[src/spc_pkg.sv]
// shared types for the spc700-style cpu subset
// data bytes are 8 bits and addresses 16 bits, no other widths are supported
// register indices double as register file addresses, reg_null reads zero
// the debug snapshot carries sp as well, so it is 56 bits wide
`default_nettype none

package spc_pkg;

	localparam int data_width = 8;
	localparam int addr_width = 16;

	typedef logic [data_width-1:0] byte_t;
	typedef logic [addr_width-1:0] addr_t;

	// one instruction at a time walks through these
	typedef enum logic [2:0] {
		stage_fetch,
		stage_decode,
		stage_param,   // second byte of a two-byte instruction
		stage_compute,
		stage_write,
		stage_delay    // keeps the original hardware pace
	} stage_e;

	typedef enum logic [2:0] {
		alu_or,
		alu_and,
		alu_xor,
		alu_andnot,
		alu_add,
		alu_sub,
		alu_pass_a,
		alu_pass_b
	} alu_op_e;

	typedef enum logic [2:0] {
		reg_a,
		reg_x,
		reg_y,
		reg_sp,
		reg_psw,
		reg_d1,    // virtual, for immediates
		reg_d2,    // virtual, for immediates
		reg_null   // always reads zero
	} reg_idx_e;

	// psw bit positions
	localparam int psw_n = 0;
	localparam int psw_v = 1;
	localparam int psw_p = 2; // direct page
	localparam int psw_b = 3;
	localparam int psw_h = 4;
	localparam int psw_i = 5;
	localparam int psw_z = 6;
	localparam int psw_c = 7;

	typedef struct packed {
		alu_op_e  alu_op;
		reg_idx_e src_a_idx;
		reg_idx_e src_b_idx;
		logic     src_b_is_imm; // imm replaces register b
		byte_t    imm;
		logic     fetch_b;      // operand b from the next byte
		logic     fetch_a;      // operand a from the next byte
		logic     use_carry;    // carry-in from psw c
		reg_idx_e dest_idx;
		logic     two_byte;
	} micro_op_t;

	typedef struct packed {
		byte_t a;
		byte_t x;
		byte_t y;
		byte_t sp;
		byte_t psw;
		addr_t pc;
	} dbg_regs_t;

endpackage

`default_nettype wire

[src/spc_decoder.sv]
// combinational opcode decoder, two opcode columns only
// status column xxx_000_00 and immediate column xxx_010_00
// any other opcode raises invalid, uop is then a harmless nop
`timescale 1ns/1ps
`default_nettype none

module spc_decoder import spc_pkg::*; (
	input  byte_t     opcode,
	output micro_op_t uop,
	output logic      invalid
);

	logic [2:0]  sel;      // xxx field, picks the row in a column
	int unsigned flag_bit; // psw bit touched by a status instruction
	logic        flag_set;

	assign sel = opcode[7:5];

	// status row to flag bit and polarity
	always_comb begin
		flag_bit = psw_p;
		flag_set = 1'b0;
		case (sel)
			3'd1: flag_bit = psw_p;  // clp
			3'd2: begin              // sep
				flag_bit = psw_p;
				flag_set = 1'b1;
			end
			3'd3: flag_bit = psw_c;  // clc
			3'd4: begin              // sec
				flag_bit = psw_c;
				flag_set = 1'b1;
			end
			3'd5: flag_bit = psw_i;  // cli
			3'd6: begin              // sei
				flag_bit = psw_i;
				flag_set = 1'b1;
			end
			3'd7: flag_bit = psw_v;  // clv
			default: flag_bit = psw_p; // nop row, unused
		endcase
	end

	always_comb begin
		uop = '0;
		uop.alu_op = alu_pass_a;
		uop.src_a_idx = reg_a;
		uop.src_b_idx = reg_null;
		uop.dest_idx = reg_null; // default writes nowhere
		invalid = 1'b0;

		case (opcode[4:0])
			5'b000_00: begin
				if (sel != 3'd0) begin
					// psw | mask or psw & ~mask
					uop.alu_op = flag_set ? alu_or : alu_andnot;
					uop.src_a_idx = reg_psw;
					uop.src_b_is_imm = 1'b1;
					uop.imm = byte_t'(1) << flag_bit;
					uop.dest_idx = reg_psw;
				end
			end

			5'b010_00: begin
				uop.fetch_b = 1'b1;
				uop.two_byte = 1'b1;
				uop.dest_idx = reg_a;
				case (sel)
					3'd0: uop.alu_op = alu_or;
					3'd1: uop.alu_op = alu_and;
					3'd2: uop.alu_op = alu_xor;
					3'd3: begin // cmp, result dropped
						uop.alu_op = alu_sub;
						uop.dest_idx = reg_null;
					end
					3'd4: begin // adc
						uop.alu_op = alu_add;
						uop.use_carry = 1'b1;
					end
					3'd5: begin // sbc
						uop.alu_op = alu_sub;
						uop.use_carry = 1'b1;
					end
					3'd6: begin // cpx
						uop.alu_op = alu_sub;
						uop.src_a_idx = reg_x;
						uop.dest_idx = reg_null;
					end
					default: begin // lda, byte lands in a and passes through
						uop.fetch_a = 1'b1;
						uop.fetch_b = 1'b0;
					end
				endcase
			end

			default: invalid = 1'b1;
		endcase
	end

	// a halting opcode must not ask for a parameter fetch
	always_comb begin
		assert (!(invalid && uop.two_byte));
	end

endmodule

`default_nettype wire

[src/spc_regfile.sv]
// eight byte registers, two async read ports and one write port
// reg_null reads zero and ignores writes, all registers clear on reset
// pc is owned by the sequencer and only joins the debug snapshot here
`timescale 1ns/1ps
`default_nettype none

module spc_regfile import spc_pkg::*; (
	input  logic      clock,
	input  logic      reset,
	input  reg_idx_e  rd_a_idx,
	input  reg_idx_e  rd_b_idx,
	output byte_t     rd_a_data,
	output byte_t     rd_b_data,
	input  logic      wr_en,
	input  reg_idx_e  wr_idx,
	input  byte_t     wr_data,
	input  addr_t     pc,
	output dbg_regs_t dbg
);

	byte_t regs [8];

	always_ff @(posedge clock) begin
		if (reset) begin
			for (int i = 0; i < 8; i++) begin
				regs[i] <= '0;
			end
		end else if (wr_en && wr_idx != reg_null) begin
			regs[wr_idx] <= wr_data;
		end
	end

	assign rd_a_data = (rd_a_idx == reg_null) ? '0 : regs[rd_a_idx];
	assign rd_b_data = (rd_b_idx == reg_null) ? '0 : regs[rd_b_idx];

	// snapshot follows the registers with no extra delay
	assign dbg.a   = regs[reg_a];
	assign dbg.x   = regs[reg_x];
	assign dbg.y   = regs[reg_y];
	assign dbg.sp  = regs[reg_sp];
	assign dbg.psw = regs[reg_psw];
	assign dbg.pc  = pc;

	// the sequencer must keep its write strobe quiet while reset is held
	assert property (@(posedge clock) reset |-> !wr_en);

endmodule

`default_nettype wire

[src/spc_alu.sv]
// eight-operation byte alu, purely combinational
// no flags are produced, psw only changes through status instructions
// carry_in is chosen by the sequencer: 1 means no borrow for sub
`timescale 1ns/1ps
`default_nettype none

module spc_alu import spc_pkg::*; (
	input  alu_op_e op,
	input  byte_t   a,
	input  byte_t   b,
	input  logic    carry_in,
	output byte_t   result
);

	always_comb begin
		case (op)
			alu_or:     result = a | b;
			alu_and:    result = a & b;
			alu_xor:    result = a ^ b;
			alu_andnot: result = a & ~b;                   // flag clears
			alu_add:    result = a + b + byte_t'(carry_in);
			alu_sub:    result = a - b - byte_t'(!carry_in); // borrow is inverted carry
			alu_pass_a: result = a;
			alu_pass_b: result = b;
			default:    result = a;
		endcase
	end

endmodule

`default_nettype wire

[src/spc_sequencer.sv]
// stage machine for one instruction in flight, no pipelining
// ram is synchronous with a one-cycle read, address is registered here
// one-byte instructions take 5 cycles, two-byte ones 6
// an invalid opcode freezes the machine in decode until reset
`timescale 1ns/1ps
`default_nettype none

module spc_sequencer import spc_pkg::*; #(
	parameter addr_t reset_pc = '0
) (
	input  logic      clock,
	input  logic      reset,
	input  byte_t     ram_read_data,
	output addr_t     ram_address,
	input  micro_op_t uop,
	input  logic      invalid,
	input  byte_t     rd_a_data,
	input  byte_t     rd_b_data,
	input  logic      psw_carry,
	output alu_op_e   alu_op,
	output byte_t     op_a,
	output byte_t     op_b,
	output logic      carry_in,
	input  byte_t     alu_result,
	output logic      wr_en,
	output reg_idx_e  wr_idx,
	output byte_t     wr_data,
	output addr_t     pc,
	output logic      halted
);

	stage_e    stage;
	micro_op_t cur_uop; // micro-op of the instruction in flight
	byte_t     result;

	// control state
	always_ff @(posedge clock) begin
		if (reset) begin
			stage <= stage_fetch;
			pc <= reset_pc;
			ram_address <= reset_pc; // first fetch address
			halted <= 1'b0;
			wr_en <= 1'b0;
		end else if (!halted) begin
			wr_en <= 1'b0;
			case (stage)
				stage_fetch: begin
					ram_address <= pc + addr_t'(1); // operand byte, read even if unused
					stage <= stage_decode;
				end
				stage_decode: begin
					if (invalid)
						halted <= 1'b1; // stage stays frozen here
					else
						stage <= uop.two_byte ? stage_param : stage_compute;
				end
				stage_param: stage <= stage_compute;
				stage_compute: begin
					pc <= pc + (cur_uop.two_byte ? addr_t'(2) : addr_t'(1));
					wr_en <= 1'b1; // high for the whole write stage
					stage <= stage_write;
				end
				stage_write: stage <= stage_delay;
				stage_delay: begin
					ram_address <= pc; // next opcode
					stage <= stage_fetch;
				end
				default: stage <= stage_fetch;
			endcase
		end
	end

	// operand and result latches
	always_ff @(posedge clock) begin
		if (!halted) begin
			case (stage)
				stage_decode: begin
					cur_uop <= uop;
					op_a <= rd_a_data;
					op_b <= uop.src_b_is_imm ? uop.imm : rd_b_data;
				end
				stage_param: begin
					// ram now holds the byte at pc+1
					if (cur_uop.fetch_a)
						op_a <= ram_read_data;
					if (cur_uop.fetch_b)
						op_b <= ram_read_data;
				end
				stage_compute: result <= alu_result;
				default: ;
			endcase
		end
	end

	assign alu_op = cur_uop.alu_op;
	// plain add and sub when the carry flag is not wanted
	assign carry_in = cur_uop.use_carry ? psw_carry : (cur_uop.alu_op == alu_sub);
	assign wr_idx = cur_uop.dest_idx;
	assign wr_data = result;

	assert property (@(posedge clock) disable iff (reset)
		stage == stage_param |-> cur_uop.two_byte);

	// only reset leaves the halted state
	assert property (@(posedge clock) $fell(halted) |-> $past(reset));

endmodule

`default_nettype wire

[src/spc_cpu.sv]
// top level of the cpu subset, wiring only
// external ram is synchronous, data for ram_address arrives one cycle later
// there are no memory writes, dbg shows the architectural registers and pc
`timescale 1ns/1ps
`default_nettype none

module spc_cpu import spc_pkg::*; #(
	parameter addr_t reset_pc = '0
) (
	input  logic      clock,
	input  logic      reset,
	input  byte_t     ram_read_data,
	output addr_t     ram_address,
	output logic      halted,
	output dbg_regs_t dbg
);

	micro_op_t uop;
	logic      invalid;
	byte_t     rd_a_data;
	byte_t     rd_b_data;
	alu_op_e   alu_op;
	byte_t     op_a;
	byte_t     op_b;
	logic      carry_in;
	byte_t     alu_result;
	logic      wr_en;
	reg_idx_e  wr_idx;
	byte_t     wr_data;
	addr_t     pc;
	logic      psw_carry;

	assign psw_carry = dbg.psw[psw_c];

	// opcode goes straight from ram, sampled by the sequencer in decode
	spc_decoder u_decoder (
		.opcode  (ram_read_data),
		.uop     (uop),
		.invalid (invalid)
	);

	spc_regfile u_regfile (
		.clock     (clock),
		.reset     (reset),
		.rd_a_idx  (uop.src_a_idx),
		.rd_b_idx  (uop.src_b_idx),
		.rd_a_data (rd_a_data),
		.rd_b_data (rd_b_data),
		.wr_en     (wr_en),
		.wr_idx    (wr_idx),
		.wr_data   (wr_data),
		.pc        (pc),
		.dbg       (dbg)
	);

	spc_alu u_alu (
		.op       (alu_op),
		.a        (op_a),
		.b        (op_b),
		.carry_in (carry_in),
		.result   (alu_result)
	);

	spc_sequencer #(
		.reset_pc (reset_pc)
	) u_sequencer (
		.clock         (clock),
		.reset         (reset),
		.ram_read_data (ram_read_data),
		.ram_address   (ram_address),
		.uop           (uop),
		.invalid       (invalid),
		.rd_a_data     (rd_a_data),
		.rd_b_data     (rd_b_data),
		.psw_carry     (psw_carry),
		.alu_op        (alu_op),
		.op_a          (op_a),
		.op_b          (op_b),
		.carry_in      (carry_in),
		.alu_result    (alu_result),
		.wr_en         (wr_en),
		.wr_idx        (wr_idx),
		.wr_data       (wr_data),
		.pc            (pc),
		.halted        (halted)
	);

endmodule

`default_nettype wire

[config.mk]
export PLATFORM = sky130hd
export DESIGN_NAME = spc_cpu
export DESIGN_NICKNAME = d
export VERILOG_FILES = /design/src/spc_pkg.sv /design/src/spc_decoder.sv /design/src/spc_regfile.sv /design/src/spc_alu.sv /design/src/spc_sequencer.sv /design/src/spc_cpu.sv
export SDC_FILE = /design/constraint.sdc
export NUM_CORES = 1
export LEC_CHECK = 0
export BUFFER_PORTS_ARGS = -buffer_cell sky130_fd_sc_hd__clkbuf_2
export CORE_ASPECT_RATIO = 0.5
export CORE_UTILIZATION = 55
export CTS_CLUSTER_DIAMETER = 40
export DETAILED_ROUTE_END_ITERATION = 7
export PLACE_DENSITY = 0.79
export SLEW_MARGIN = 5
export SYNTH_ARGS = -nofsm -noshare
export SYNTH_HDL_FRONTEND = slang
export SYNTH_HIERARCHICAL = 1
export SYNTH_SLANG_ARGS = --single-unit
[constraint.sdc]
create_clock -name clock -period 4.6 [get_ports clock]
set_input_delay 0.69 -clock clock [delete_from_list [all_inputs] [get_ports clock]]
set_output_delay 0.69 -clock clock [all_outputs]
set_load 0.1 [all_outputs]
======== After elaboration in Yosys (flattened, before gate mapping) ========
Memory sizes are Yosys's and may differ from the RTL's.
Cells that the tools add are included.
word-level totals
  register bits after elaboration ......... 71
  memory bits (writable) .................. 64
  bits of input ports ..................... 10
  word-level logic and storage cells ...... 117
  memories ................................ 1
cells by class
  add/subtract/negate cells ............... 6
  equal/unequal tests ..................... 25
  shift-type cells ........................ 1
  muxes and demuxes ....................... 40
  bitwise operators ....................... 6
  reduce and logical (&&, ||, !) cells .... 24
memories
  name            depth  bits a word  read ports  clocked after memory_dff  write ports  RTL line           source
  u_regfile.regs  8      8            6           0                         8            spc_regfile.sv:21  byte_t regs [8];
operator list
  kind                                                 number
  case mux 8 bit (8 select lines)                      1
  two-way mux 8 bit                                    5
  equality test 3 bit, second input constant           11
  case mux 16 bit (2 select lines)                     1
  case mux 8 bit (2 select lines)                      2
  case mux 3 bit (5 select lines)                      2
  equality test 3 x 2 -> 1 bit, second input constant  6
  two-way mux 9 bit                                    2
  adder 16 x 1 -> 16 bit, second input constant        1
  adder 16 bit                                         1
  bitwise AND 8 bit                                    2
  two-way mux 1 bit                                    16
  case mux 6 bit (2 select lines)                      1
  OR reduction 2 bit                                   5
  equality test 3 x 1 -> 1 bit, second input constant  3
  zero test 3 bit                                      3
  two-way mux 3 bit                                    3
  case mux 3 bit (3 select lines)                      1
  adder 8 x 1 -> 8 bit                                 1
  adder 8 bit                                          1
  two-way mux 2 bit                                    4
  NOT 8 bit                                            1
  bitwise OR 8 bit                                     1
  AND reduction 2 bit                                  4
  other kinds (20)                                     24

======== Depth between registers and ports, before layout ========
  word-level depth ........................ 9
  depth in mapped cells ................... 11
  gate-level depth less buffers ........... 11

======== Modules after synthesis ========
The synthesis kept the hierarchy.
modules (own cells, without submodules)
  module         times used  cells each  area an instance (µm²)  sequential area each (µm²)
  spc_regfile    1           278         3398.3                  1711.6
  spc_sequencer  1           305         3146.8                  1761.7
  spc_alu        1           208         1451.4                  0.0
  spc_decoder    1           54          320.3                   0.0

======== Least setup slack after synthesis ========
OpenSTA, ideal clock, no wires.
  kind .................................... register -> register
  from .................................... mem u_regfile/regs[4][7] (netlist name)
  to ...................................... reg u_sequencer.result[7] (netlist: u_sequencer/wr_data[7]), data pin
  setup time .............................. 0.274 ns
  arrival time ............................ 2.820 ns
  data required time ...................... 4.326 ns
  slack ................................... 1.506 ns
  stages on the path, launching flop included .. 12
  path through ............................ edfxtp_1 nand2_1 o31ai_1 inv_1 fa_1 inv_1 ha_1 o21ai_0 a32oi_1 and4b_1 o31ai_1 a32oi_1
RTL lines
  what                    RTL line             source
  start: declaration      spc_regfile.sv:21
  end signal: assignment  spc_sequencer.sv:89  stage_compute: result <= alu_result;
  end: declaration        spc_sequencer.sv:34  byte_t result;

======== Worst setup path after layout ========
  from .................................... reg u_sequencer.cur_uop, in the netlist u_sequencer/alu_op[1]
  to ...................................... reg u_sequencer.result[7] (netlist: u_sequencer/wr_data[7]), data pin
between the ends
  word-level cells in the longest chain between the ends .. 5
  elaborated cells between the ends (all ways) .. 13
  those cells by class .................... add/sub (2); eq/ne (7); mux (2); reduce/logical (2)
ends and longest elaborated chain
  what                                 RTL line             source
  start: declaration                   spc_sequencer.sv:33  micro_op_t cur_uop;
  start signal: assignment             spc_sequencer.sv:78  cur_uop <= uop;
  equality test 3 bit (*)              spc_sequencer.sv:97  assign carry_in = cur_uop.use_carry ? psw_carry : (cur_uop.alu_op == alu_sub);
  two-way mux 1 bit (*)                spc_sequencer.sv:97
  net carry_in                         spc_cpu.sv:25        logic carry_in;
  zero test 1 bit                      spc_alu.sv:22        alu_sub: result = a - b - byte_t'(!carry_in);
  subtractor 8 x 1 -> 8 bit            spc_alu.sv:22
  case mux 8 bit (8 select lines) (*)  spc_alu.sv:16        case (op)
  net alu_result[7]                    spc_cpu.sv:26        byte_t alu_result;
Mark *: on every way through the listed nets, which the timed path passes. The rest lies on a longest branch.
A chain may end at the register's enable or synchronous reset.

==> impl_metrics.csv <==
group,metric,value,unit
synthesis,synth_common_cells,"edfxtp_1 (91), and2_1 (62), nand2_1 (55)",
place,dp_hpwl,15.3,mm
synthesis,synth_top_area_share,32.9,%
clock_network,cts_buffer_depth,2,
final_layout,fin_area,9110,um2
clock_network,cts_sinks,128,
worst_setup_path,crit_required,4730,ps
synthesis,synth_edf_count,91,
grt,grt_max_degree,46,
timing,fin_worst_skew,11.1,ps
place,pre_cts_ws,1380,ps
grt,antenna_found_initial,0,
grt,grt_pass1_wl,33.2,mm
timing,hold_viol_final,0,
clock_network,htree_levels,4,
run,cap_violations,0,
timing,clock.fmax,0.317,GHz
clock_network,post_cts_buffers,0,
timing,slew_headroom,39.6,%
place,placedCellCount,1057,
floorplanning,core,14600,um2
detailed_routing,vias,6609,
grt,grtUsageTotal,28.4,%
synthesis,synthesis.area,8320,um2
worst_setup_path,cp.arrival,3290,ps
clock_network,clk_latency,420,ps
place,numPortBuffers,82,
synthesis,yosysUniqueCellTypes,81,
grt,grt_pass1_vias,6205,
outcome,outcome,"finished clean",
final_layout,post-route-util,62.3,%
place,gp_congestion,0.985,
floorplanning,die_x,176,um
power,powerDensity,372,nW/um2
final_layout,n_antenna_cell,0,
synthesis,synthFlopType,"edfxtp_1",
synthesis,synth_top_family_by_area,"simple AND/OR/NAND/NOR gates",
detailed_routing,viasPerCell,6.07,
clock_network,cts_tree,"done",
floorplanning,rows,31,
clock_network,cts_resized,0,
detailed_routing,drc_errors,0,
synthesis,synth_seq_cells,128,
worst_setup_path,crit_path_start_kind,"register",
synthesis,synth_area_leaders,"edfxtp_1 (33%), dfxtp_1 (8.9%), mux2i_1 (6.0%)",
detailed_routing,drt-wirelength-per-cell,20.1,um
synthesis,yosys.cell_count.top_type,"edfxtp_1",
floorplanning,fp.dieH,89.0,um
worst_setup_path,setup.worst_path.end_class,"register",
timing,slew_viol_final,0,
clock_network,cts.clk_slew.worst_paths,60,ps
timing,tightest_slew,903,ps
detailed_routing,dr.pass1.iters,8,
synthesis,async_flop_share,0,%
worst_setup_path,critical_path_class,"reg2reg",
synthesis,synth-compound-area-share,15.1,%
timing,finalSetupViolations,0,
power,power_leakage,3.63,nW
final_layout,stdcell_count,1089,
timing,tns,0,ps
final_layout,drive_above_1_share,16.3,%
min_path,hp-class,"reg2reg",
detailed_routing,drt_wl_total,21.9,mm
synthesis,yosys.area.top_type,"edfxtp_1",
detailed_routing,ant_nets,0,
timing,min_period_over_period,68.6,%
timing,period_minus_slack,3160,ps
detailed_routing,drt_iter0_drc,775,
place,dpl_cell_area,8550,um2
worst_setup_path,critPathMaxFanout,26,
floorplanning,dieArea,15600,um2
floorplanning,start_util,56.9,%
synthesis,synthAdderAreaFrac,5.57,%
clock_network,cts_buffers,17,
timing,rsz0062_at_grt,"false",
synthesis,yosys_warnings,6,
clock_network,root_buffer,"clkbuf_16",
floorplanning,io_pins,83,
synthesis,yosys-mux-area-fraction,6.97,%
synthesis,synth_cells,845,
power,worst_ir_drop_vdd,0.000244,V
synthesis,postSynthAreaPerCell,9.84,um2
synthesis,ys_seq_area_share,41.8,%
synthesis,synthSimpleGateAreaFrac,19.6,%
final_layout,final_nets,922,
clock_network,hold_buffers,0,
final_layout,synthToLayoutAreaGrowth,9.54,%
grt,grt_overflow_total,0,
synthesis,synth_xor_area_share,2.74,%
timing,fin_ws,1440,ps
-- final timing paths --
path,start,endpoint,slack (ps),cells past startpoint
worst max-delay path,u_sequencer/alu_op[1],u_sequencer/wr_data[7],1440,11
worst min-delay path,u_sequencer/wr_en,u_sequencer/wr_en,500,2
worst max register to register,u_sequencer/alu_op[1],u_sequencer/wr_data[7],1440,11
worst min register to register,u_sequencer/wr_en,u_sequencer/wr_en,500,2
-- sequential cells by signal, summed over array words and instances (netlist names), 3 cells and up --
signal,cells
u_sequencer/op_a,8
u_sequencer/alu_op,3
u_sequencer/pc,16
u_sequencer/stage,3
u_sequencer/ram_address,16
u_sequencer/wr_idx,3
u_sequencer/cur_uop,4
u_sequencer/op_b,8
u_regfile/regs,57
u_sequencer/wr_data,8
-- per-stage QoR --
stage	power (W)	hold slack, ps
5_1_grt	0.00350	519
2_1_floorplan	0.00197	445
4_1_cts	0.00338	499
6_report	0.00339	501
3_3_place_gp	0.00208	464
3_5_place_dp	0.00210	468
-- cell type report --
class,instances,area [um2]
sequential,128,3470
clock buffer,19,464
timing repair buffer,89,463
fill,1202,5510
tap,198,248
clock inverter,13,95.1
multi-input combinational,599,4210
inverter,43,161
-- where the power goes --
part           total, W  switching [W]  internal [W]
registers       0.00136      0.0000547       0.00130
clock network   0.00129       0.000544      0.000744
logic          0.000741       0.000534      0.000207
-- logic make-up after synthesis --
logic type | Yosys count
flip-flops | 128
AND/OR/NAND/NOR | 292
other | 3
AO/OA/AOI/OAI | 184
XOR/XNOR | 26
multiplexers | 54
adder cells (fa/ha/maj) | 34
buffers and inverters | 124
-- layout by cell type, fill, tap and decap left out, types with 7 or more instances in the layout --
master,netlist,routed
a211oi_1,15,15
a21oi_1,34,34
a221oi_1,8,8
a22o_1,8,8
a2bb2oi_1,8,8
and2_1,62,62
buf_4,34,7
clkbuf_16,0,18
clkbuf_2,1,82
conb_1,3,9
dfxtp_1,37,37
edfxtp_1,91,91
ha_1,29,29
inv_1,43,43
mux2i_1,50,50
nand2_1,55,55
nand2b_1,15,15
nand3_1,9,9
nand3b_1,7,7
nor2_1,53,53
nor2b_1,11,11
nor3_1,17,15
o21a_1,7,7
o21ai_0,47,47
or3_1,12,12
xnor2_1,15,15
xor2_1,11,11
-- worst max-delay path: stages, from the launching register on --
cell and delay, ps:
edfxtp_1 360, buf_4 220, o31ai_1 270, inv_1 110
fa_1 550, inv_1 70, ha_1 180, o21ai_0 260
a32oi_1 220, and4b_1 220, o31ai_1 240, a32oi_1 150
-- routing by layer --
| layer | track usage, % | share of wire [%] | up-vias |
|---|---|---|---|
| met5 | 0 | 0 | - |
| met4 | 11.4 | 2.5 | 0 |
| met3 | 7.23 | 9.2 | 46 |
| met2 | 46.5 | 46 | 299 |
| met1 | 36.8 | 42 | 3183 |
| li1 | - | - | 3081 |
No activity file was read; power rests on OpenSTA's default activity.
